<file path="config.mk">
export PLATFORM = sky130hd
export DESIGN_NAME = ex_stage
export DESIGN_NICKNAME = d
export VERILOG_FILES = /design/src/verilog/ex_pkg.sv /design/src/verilog/ex_alu.sv /design/src/verilog/ex_mul_unit.sv /design/src/verilog/ex_div_unit.sv /design/src/verilog/ex_issue_reg.sv /design/src/verilog/ex_resolve.sv /design/src/verilog/ex_stage.sv
export VERILOG_INCLUDE_DIRS = /design/src /design/src/verilog
export SDC_FILE = /design/constraint.sdc
export NUM_CORES = 2
export LEC_CHECK = 0
export ABC_AREA = 1
export BUFFER_PORTS_ARGS = -buffer_cell sky130_fd_sc_hd__buf_2
export CORE_ASPECT_RATIO = 1.75
export CORE_UTILIZATION = 43
export CTS_CLUSTER_SIZE = 8
export DETAILED_ROUTE_END_ITERATION = 12
export SYNTH_ARGS = -nofsm -noshare
export SYNTH_HDL_FRONTEND = slang
export SYNTH_SLANG_ARGS = --single-unit
</file>
<file path="constraint.sdc">
create_clock -name clk -period 28 [get_ports clk]
set_clock_uncertainty 0.15 [all_clocks]
set_input_delay 0 -clock clk [delete_from_list [all_inputs] [get_ports clk]]
set_output_delay 0 -clock clk [all_outputs]
set_load 0.01 [all_outputs]
</file>
<file path="src/verilog/ex_cfg.svh">
`ifndef EX_CFG_SVH
`define EX_CFG_SVH

// ==========================================================================
// execute lane configuration
// ==========================================================================

// data path and pc width.
`define EX_XLEN 32

// destination register index width.
`define EX_REG_W 5

// opcode width, the top two bits carry the unit class.
`define EX_OP_W 5

// link address increment for jirl.
`define EX_PC_STEP 4

// shift and subtract steps of the divider.
`define EX_DIV_CYCLES 32

`endif

</file>
<file path="src/verilog/ex_pkg.sv">
`default_nettype none
`include "ex_cfg.svh"

package ex_pkg;

    // ======================================================================
    // opcodes: 0xxxx alu, 10xxx multiply, 11xxx divide
    // ======================================================================
    typedef enum logic [`EX_OP_W-1:0] {
        OP_ADD   = 5'h00,
        OP_SUB   = 5'h01,
        OP_SLT   = 5'h02,
        OP_SLTU  = 5'h03,
        OP_AND   = 5'h04,
        OP_OR    = 5'h05,
        OP_XOR   = 5'h06,
        OP_NOR   = 5'h07,
        OP_SLL   = 5'h08,
        OP_SRL   = 5'h09,
        OP_SRA   = 5'h0a,
        OP_LUI   = 5'h0b,
        OP_MUL   = 5'h10,
        OP_MULH  = 5'h11,
        OP_MULHU = 5'h12,
        OP_DIV   = 5'h18,
        OP_DIVU  = 5'h19,
        OP_MOD   = 5'h1a,
        OP_MODU  = 5'h1b
    } ex_opcode_t;

    typedef enum logic [1:0] {
        CLASS_ALU = 2'd0,
        CLASS_MUL = 2'd1,
        CLASS_DIV = 2'd2
    } ex_class_t;

    typedef struct packed {
        logic [`EX_XLEN-1:0]  pc;
        ex_opcode_t           opcode;
        logic [`EX_XLEN-1:0]  src1;
        logic [`EX_XLEN-1:0]  src2;
        logic [`EX_REG_W-1:0] dest;
        logic                 is_branch;
        logic                 branch_condition; // taken when alu bit 0 equals this.
        logic [`EX_XLEN-1:0]  branch_target;
        logic                 is_jirl;
        logic                 pred_taken;
        logic [`EX_XLEN-1:0]  pred_target;
    } ex_uop_t;

    typedef struct packed {
        logic [`EX_XLEN-1:0]  pc;
        logic [`EX_REG_W-1:0] dest;
        logic [`EX_XLEN-1:0]  result;
        logic                 branch_taken;
        logic [`EX_XLEN-1:0]  branch_target;
        logic                 mispredict;
    } ex_result_t;

endpackage

`default_nettype wire

</file>
<file path="src/verilog/ex_alu.sv">
`timescale 1ns/1ps
`default_nettype none
`include "ex_cfg.svh"

module ex_alu (
    input  wire ex_pkg::ex_opcode_t    op,
    input  wire [`EX_XLEN-1:0]         src1,
    input  wire [`EX_XLEN-1:0]         src2,
    output logic [`EX_XLEN-1:0]        result
);

    localparam int SH_W = $clog2(`EX_XLEN);

    logic [SH_W-1:0]     shamt;
    logic                lt_signed;
    logic                lt_unsigned;

    assign shamt       = src2[SH_W-1:0];
    assign lt_signed   = $signed(src1) < $signed(src2);
    assign lt_unsigned = src1 < src2;

    // ======================================================================
    // operation select
    // ======================================================================
    always_comb begin
        case (op)
            ex_pkg::OP_ADD:  result = src1 + src2;
            ex_pkg::OP_SUB:  result = src1 - src2;
            ex_pkg::OP_SLT:  result = {{(`EX_XLEN-1){1'b0}}, lt_signed};
            ex_pkg::OP_SLTU: result = {{(`EX_XLEN-1){1'b0}}, lt_unsigned};
            ex_pkg::OP_AND:  result = src1 & src2;
            ex_pkg::OP_OR:   result = src1 | src2;
            ex_pkg::OP_XOR:  result = src1 ^ src2;
            ex_pkg::OP_NOR:  result = ~(src1 | src2);
            ex_pkg::OP_SLL:  result = src1 << shamt;
            ex_pkg::OP_SRL:  result = src1 >> shamt;
            ex_pkg::OP_SRA:  result = $unsigned($signed(src1) >>> shamt);
            ex_pkg::OP_LUI:  result = src2; // the upper immediate is already placed.
            default:         result = '0;
        endcase
    end

endmodule

`default_nettype wire

</file>
<file path="src/verilog/ex_mul_unit.sv">
`timescale 1ns/1ps
`default_nettype none
`include "ex_cfg.svh"

module ex_mul_unit (
    input  wire                        clk,
    input  wire                        rst,
    input  wire                        launch,
    input  wire ex_pkg::ex_opcode_t    op,
    input  wire [`EX_XLEN-1:0]         src1,
    input  wire [`EX_XLEN-1:0]         src2,
    output logic                       done,
    output logic [2*`EX_XLEN-1:0]      product
);

    logic                           start;
    logic                           sign_ex;
    logic signed [`EX_XLEN:0]       mul_a;
    logic signed [`EX_XLEN:0]       mul_b;
    logic signed [2*`EX_XLEN+1:0]   full;
    logic                           done_q;

    assign start   = launch && (op[4:3] == 2'b10);
    assign sign_ex = (op == ex_pkg::OP_MULH);

    // one extra bit lets a single signed multiplier cover mulh and mulhu.
    assign mul_a = {sign_ex && src1[`EX_XLEN-1], src1};
    assign mul_b = {sign_ex && src2[`EX_XLEN-1], src2};
    assign full  = mul_a * mul_b;

    always_ff @(posedge clk) begin
        if (start) begin
            product <= full[2*`EX_XLEN-1:0];
        end
    end

    always_ff @(posedge clk) begin
        if (rst) begin
            done_q <= 1'b0;
        end else if (start) begin
            done_q <= 1'b1;
        end
    end

    // a new launch hides the previous op's done flag.
    assign done = done_q && !start;

endmodule

`default_nettype wire

</file>
<file path="src/verilog/ex_div_unit.sv">
`timescale 1ns/1ps
`default_nettype none
`include "ex_cfg.svh"

module ex_div_unit (
    input  wire                        clk,
    input  wire                        rst,
    input  wire                        flush,
    input  wire                        launch,
    input  wire ex_pkg::ex_opcode_t    op,
    input  wire [`EX_XLEN-1:0]         src1,
    input  wire [`EX_XLEN-1:0]         src2,
    output logic                       done,
    output logic [`EX_XLEN-1:0]        quotient,
    output logic [`EX_XLEN-1:0]        remainder
);

    localparam int XLEN  = `EX_XLEN;
    localparam int CNT_W = $clog2(`EX_DIV_CYCLES);

    typedef enum logic [1:0] {
        IDLE,
        RUN,
        FIX
    } div_state_t;

    div_state_t          state;
    logic                start;
    logic                is_signed;
    logic [XLEN-1:0]     src1_mag;
    logic [XLEN-1:0]     src2_mag;
    logic [CNT_W-1:0]    count;
    logic [XLEN-1:0]     divisor;
    logic [XLEN-1:0]     quo_mag;
    logic [XLEN-1:0]     rem_mag;
    logic                neg_quo;
    logic                neg_rem;
    logic [XLEN:0]       shifted;
    logic [XLEN+1:0]     trial;

    assign start     = launch && (op[4:3] == 2'b11);
    assign is_signed = (op == ex_pkg::OP_DIV) || (op == ex_pkg::OP_MOD);
    assign src1_mag  = (is_signed && src1[XLEN-1]) ? -src1 : src1;
    assign src2_mag  = (is_signed && src2[XLEN-1]) ? -src2 : src2;

    // ======================================================================
    // control
    // ======================================================================
    always_ff @(posedge clk) begin
        if (rst || flush) begin
            state <= IDLE;
        end else if (start) begin
            state <= RUN;
        end else if (state == RUN && count == '0) begin
            state <= FIX; // last iteration happens on this edge.
        end
    end

    // ======================================================================
    // restoring shift and subtract
    // ======================================================================
    assign shifted = {rem_mag, quo_mag[XLEN-1]};
    assign trial   = {1'b0, shifted} - {2'b00, divisor};

    always_ff @(posedge clk) begin
        if (start) begin
            divisor <= src2_mag;
            quo_mag <= src1_mag;
            rem_mag <= '0;
            count   <= CNT_W'(`EX_DIV_CYCLES - 1);
            neg_quo <= is_signed && (src1[XLEN-1] ^ src2[XLEN-1]);
            neg_rem <= is_signed && src1[XLEN-1];
        end else if (state == RUN) begin
            if (trial[XLEN+1]) begin
                rem_mag <= shifted[XLEN-1:0];
                quo_mag <= {quo_mag[XLEN-2:0], 1'b0};
            end else begin
                rem_mag <= trial[XLEN-1:0];
                quo_mag <= {quo_mag[XLEN-2:0], 1'b1};
            end
            count <= count - 1'b1;
        end
    end

    // sign fix is applied while the unit sits in FIX.
    assign quotient  = neg_quo ? -quo_mag : quo_mag;
    assign remainder = neg_rem ? -rem_mag : rem_mag;
    assign done      = (state == FIX) && !start;

endmodule

`default_nettype wire

</file>
<file path="src/verilog/ex_issue_reg.sv">
`timescale 1ns/1ps
`default_nettype none

module ex_issue_reg (
    input  wire                     clk,
    input  wire                     rst,
    input  wire                     flush,
    input  wire                     in_valid,
    input  wire ex_pkg::ex_uop_t    in_uop,
    input  wire                     allowout,
    input  wire                     unit_done,
    output ex_pkg::ex_uop_t         cur,
    output logic                    cur_valid,
    output ex_pkg::ex_class_t       cur_class,
    output logic                    launch,
    output logic                    stall,
    output logic                    out_valid
);

    logic accept;

    assign out_valid = cur_valid && unit_done;
    assign stall     = cur_valid && (!unit_done || !allowout);
    assign accept    = in_valid && !stall;

    always_ff @(posedge clk) begin
        if (rst || flush) begin
            cur_valid <= 1'b0;
            launch    <= 1'b0;
        end else begin
            if (!stall) begin
                cur_valid <= in_valid; // the held op leaves as the next one enters.
            end
            launch <= accept;          // first cycle of the new op only.
        end
    end

    always_ff @(posedge clk) begin
        if (accept) begin
            cur <= in_uop;
        end
    end

    // the top two opcode bits name the unit.
    always_comb begin
        case (cur.opcode[4:3])
            2'b10:   cur_class = ex_pkg::CLASS_MUL;
            2'b11:   cur_class = ex_pkg::CLASS_DIV;
            default: cur_class = ex_pkg::CLASS_ALU;
        endcase
    end

endmodule

`default_nettype wire

</file>
<file path="src/verilog/ex_resolve.sv">
`timescale 1ns/1ps
`default_nettype none
`include "ex_cfg.svh"

module ex_resolve (
    input  wire ex_pkg::ex_uop_t       cur,
    input  wire                        cur_valid,
    input  wire ex_pkg::ex_class_t     cur_class,
    input  wire [`EX_XLEN-1:0]         alu_result,
    input  wire                        mul_done,
    input  wire [2*`EX_XLEN-1:0]       mul_product,
    input  wire                        div_done,
    input  wire [`EX_XLEN-1:0]         quotient,
    input  wire [`EX_XLEN-1:0]         remainder,
    input  wire                        out_valid,
    input  wire                        allowout,
    output logic                       unit_done,
    output ex_pkg::ex_result_t         out
);

    logic                   class_done;
    logic [`EX_XLEN-1:0]    unit_result;
    logic                   taken;
    logic [`EX_XLEN-1:0]    target;

    always_comb begin
        case (cur_class)
            ex_pkg::CLASS_MUL: begin
                class_done  = mul_done;
                unit_result = (cur.opcode == ex_pkg::OP_MUL) ?
                              mul_product[`EX_XLEN-1:0] : mul_product[2*`EX_XLEN-1:`EX_XLEN];
            end
            ex_pkg::CLASS_DIV: begin
                class_done  = div_done;
                unit_result = (cur.opcode == ex_pkg::OP_DIV || cur.opcode == ex_pkg::OP_DIVU) ?
                              quotient : remainder;
            end
            default: begin
                class_done  = 1'b1;
                unit_result = alu_result;
            end
        endcase
    end

    assign unit_done = cur_valid && class_done;

    // ======================================================================
    // branch resolution
    // ======================================================================
    assign taken  = cur.is_branch && (cur.is_jirl || cur.branch_condition == alu_result[0]);
    assign target = cur.is_jirl ? alu_result : cur.branch_target;

    assign out.pc            = cur.pc;
    assign out.dest          = cur.dest;
    assign out.result        = cur.is_jirl ? cur.pc + `EX_XLEN'(`EX_PC_STEP) : unit_result;
    assign out.branch_taken  = taken;
    assign out.branch_target = target;
    assign out.mispredict    = out_valid && allowout &&
                               (taken != cur.pred_taken || (taken && target != cur.pred_target));

endmodule

`default_nettype wire

</file>
<file path="src/verilog/ex_stage.sv">
`timescale 1ns/1ps
`default_nettype none
`include "ex_cfg.svh"

module ex_stage (
    input  wire                     clk,
    input  wire                     rst,
    input  wire                     flush,
    input  wire                     in_valid,
    input  wire ex_pkg::ex_uop_t    in_uop,
    input  wire                     allowout,
    output logic                    stall,
    output logic                    out_valid,
    output ex_pkg::ex_result_t      out
);

    ex_pkg::ex_uop_t            cur;
    logic                       cur_valid;
    ex_pkg::ex_class_t          cur_class;
    logic                       launch;
    logic                       unit_done;

    logic [`EX_XLEN-1:0]        alu_result;
    logic                       mul_done;
    logic [2*`EX_XLEN-1:0]      mul_product;
    logic                       div_done;
    logic [`EX_XLEN-1:0]        quotient;
    logic [`EX_XLEN-1:0]        remainder;

    // ======================================================================
    // issue register
    // ======================================================================
    ex_issue_reg u_issue (
        .clk       (clk),
        .rst       (rst),
        .flush     (flush),
        .in_valid  (in_valid),
        .in_uop    (in_uop),
        .allowout  (allowout),
        .unit_done (unit_done),
        .cur       (cur),
        .cur_valid (cur_valid),
        .cur_class (cur_class),
        .launch    (launch),
        .stall     (stall),
        .out_valid (out_valid)
    );

    // ======================================================================
    // execution units
    // ======================================================================
    ex_alu u_alu (
        .op     (cur.opcode),
        .src1   (cur.src1),
        .src2   (cur.src2),
        .result (alu_result)
    );

    ex_mul_unit u_mul (
        .clk     (clk),
        .rst     (rst),
        .launch  (launch),
        .op      (cur.opcode),
        .src1    (cur.src1),
        .src2    (cur.src2),
        .done    (mul_done),
        .product (mul_product)
    );

    ex_div_unit u_div (
        .clk       (clk),
        .rst       (rst),
        .flush     (flush),
        .launch    (launch),
        .op        (cur.opcode),
        .src1      (cur.src1),
        .src2      (cur.src2),
        .done      (div_done),
        .quotient  (quotient),
        .remainder (remainder)
    );

    ex_resolve u_resolve (
        .cur         (cur),
        .cur_valid   (cur_valid),
        .cur_class   (cur_class),
        .alu_result  (alu_result),
        .mul_done    (mul_done),
        .mul_product (mul_product),
        .div_done    (div_done),
        .quotient    (quotient),
        .remainder   (remainder),
        .out_valid   (out_valid),
        .allowout    (allowout),
        .unit_done   (unit_done),
        .out         (out)
    );

endmodule

`default_nettype wire

</file>
==> impl_metrics.json <==
{
  "status": "finished with violations",
  "violations": "negative hold slack",
  "wl_microns": 328000,
  "drt_iter0_markers": 6358,
  "hold_slack_ns": -0.00166,
  "clk_path_buf_depth": 3,
  "grt_pass1_wl_microns": 464000,
  "met3_usage": 0.0889,
  "end_kind": "flip-flop",
  "ys_types": 66,
  "r2r_cells": 32,
  "final_max_slew_viol_count": 0,
  "crit_slowest_cell": "inv_1",
  "met1_usage": 0.407,
  "setup_violations": 0,
  "yosysWarnings": 0,
  "syn_area_per_cell_sq_um": 7.52,
  "fin_area_sq_mm": 0.0764,
  "synthesis.area_sq_mm": 0.0684,
  "cts_tree": "done",
  "gr-usage-met2": 0.692,
  "cts_root_buf": "clkbuf_16",
  "fmax_mhz": 95.2,
  "post-route-period-util": 0.375,
  "timing.rr.end": "u_mul.product[63]$_DFFE_PP_",
  "crit_top_cell": "fa_1",
  "min_to": "u_issue.cur[126]$_DFFE_PP_",
  "worstSkewPairLatency_ns": 0.70,
  "coreArea_sq_mm": 0.158,
  "grt_usage": 0.410,
  "synth_nets": 10700,
  "setup_tns_ns": 0,
  "critical_path_class": "reg -> reg",
  "area_delta_synth_final_pct": 11.8,
  "place_hpwl_microns": 259000,
  "max-slew-margin-rel": 0.0467,
  "whs_path_depth": 2,
  "synth_top_area_share": 0.330,
  "io_buffer_count": 283,
  "slowest_delay_ns": 0.75,
  "gr-total-overflow": 0,
  "grt_pass1_vias": 68500,
  "final_common_cell": "nand2_1",
  "start_util": 0.433,
  "min_from": "in_uop[126]",
  "place_congestion": 1.11,
  "grt_setup_unrepaired": "false",
  "cts.sinks": 346,
  "fp.dieW_microns": 303,
  "grt_max_degree": 74,
  "final_cell_mix": "nand2_1 (2389), inv_1 (2062), fa_1 (1128)",
  "die_y_microns": 529,
  "vias": 65000,
  "cp.required_ns": 28.27,
  "route.detailed.drc": 0,
  "drv_cap": 0,
  "crit_arrival_ns": 10.78,
  "multi_input_area_sq_mm": 0.0487,
  "top_usage_layer": "met2",
  "synth_area_leaders": "fa_1 (33%), edfxtp_1 (13%), nand2_1 (13%)",
  "drt-vias-per-instance": 5.63,
  "cts_resized": 0,
  "critPathMaxFanout": 31,
  "rows": 193,
  "synth_top_area_cell": "fa_1",
  "synthArstFlopShare": 0,
  "period_needed_ns": 10.51,
  "hp-class": "in -> reg",
  "htree_levels": 2,
  "crit_path_start_kind": "flip-flop",
  "drt-pass1-iter-count": 9,
  "yosys_most_used_dff": "edfxtp_1",
  "max_slew.worst_pin.slew_ns": 1.42,
  "regArea_sq_mm": 0.00997,
  "ff2ff_setup_slack_ns": 17.49,
  "syn_inst": 9089,
  "dieArea_sq_mm": 0.161,
  "hold_viol": 1,
  "ioPinCount": 284,
  "antenna_found_initial": 16,
  "clkTransAtPathRegs_ns": 0.09,
  "r2r-start": "u_issue.cur[141]$_DFFE_PP_",
  "synth-seq-cells": 346,
  "nets": 11100,
  "drt-wirelength-per-cell_microns": 28.4,
  "placed_area_sq_mm": 0.0715,
  "ant_nets": 0,
  "cts-buffers-inserted": 49,
  "ys_seq_area_frac": 0.146,
  "n_fill_cell": 15900,
  "synth_edf_count": 304,
  "drive_gt1_frac": 0.0647
}
## timing repair
action | 4_1_cts | 5_1_grt
endpoints found under the hold margin | 179 | 0
hold buffers | 342 | 0
setup buffers | 0 | 0
## per-stage QoR
step	std cells	utilization	hold slack [ns]	setup WS, ns
global placement	11100	0.453	0.0269	17.92
finish	11500	0.484	-0.00166	17.49
floorplan	9089	-	-0.0511	18.59
global route	11500	0.484	0.0169	17.27
CTS	11500	0.483	0.00153	17.74
detailed placement	11100	0.453	0.0281	17.81
## worst max-delay path by stage
stage                                    start                     endpoint  slack, ns  cells after the start
floorplan           u_issue.cur[140]$_DFFE_PP_     u_issue.cur[0]$_DFFE_PP_      18.59                      8
detailed placement  u_issue.cur[141]$_DFFE_PP_  u_mul.product[63]$_DFFE_PP_      17.81                     32
CTS                 u_issue.cur[141]$_DFFE_PP_  u_mul.product[63]$_DFFE_PP_      17.74                     32
global route        u_issue.cur[141]$_DFFE_PP_  u_mul.product[63]$_DFFE_PP_      17.27                     32
finish              u_issue.cur[141]$_DFFE_PP_  u_mul.product[63]$_DFFE_PP_      17.49                     32
global placement    u_issue.cur[141]$_DFFE_PP_  u_mul.product[63]$_DFFE_PP_      17.92                     32
## area by class of cell
cell class	count	share of cell area
timing repair buffer	774	0.0782
antenna	10	0.000327
multi-input combinational	6210	0.637
sequential	346	0.130
tap	2047	0.0335
clock inverter	5	0.00116
inverter	2083	0.102
clock buffer	74	0.0173
## kinds of logic (layout without fill, tap and decap cells)
kind of cell    count (synthesis)  count (layout)  share of synthesized area
compound gates                754             754                     0.0615
flops                         346             346                      0.146
fa+ha+maj                    1475            1475                      0.394
xor+xnor                      188             188                     0.0241
simple gates                 3793            3793                      0.232
buf+inv                      2533            2936                      0.143
other cells                     0              10                          0
## Yosys cell counts, drive strengths merged, types with 21 or more instances
master and number:
o21ai 304, o22ai 46, nand3b 21, fa 1128, ha 347, a21oi 262
edfxtp 304, a31oi 26, nor2 526, nand2 2394, nor4 23, o211ai 31
clkbuf 271, buf 179, or2 44, nor3 79, nand4 65, dfxtp 42
inv 2080, nand3 623, xor2 133, xnor2 55
## flip-flops by register name, summed over array words and instances, names as in the netlist, 2 cells and up
register	cells
u_div.quo_mag	32
u_mul.product	64
u_issue.cur	174
u_div.state	2
u_div.count	5
u_div.rem_mag	32
u_div.divisor	32
## worst max-delay path, delay by kind of cell, from the launching register on
family | cells | cell delay (ns)
flops | 1 | 0.50
xor+xnor | 1 | 0.24
buf+inv | 11 | 2.39
simple gates | 10 | 2.25
compound gates | 1 | 0.41
fa+ha+maj | 9 | 4.23
## layer usage
metal | vias up | wire length (microns)
li1 | 28100 | -
met1 | 31900 | 104000
met2 | 3578 | 157000
met3 | 1412 | 26100
met4 | 6 | 41100
met5 | - | 35
Power is not shown: default switching activity piles up to over one toggle a cycle in this logic, so the estimate is an artifact.
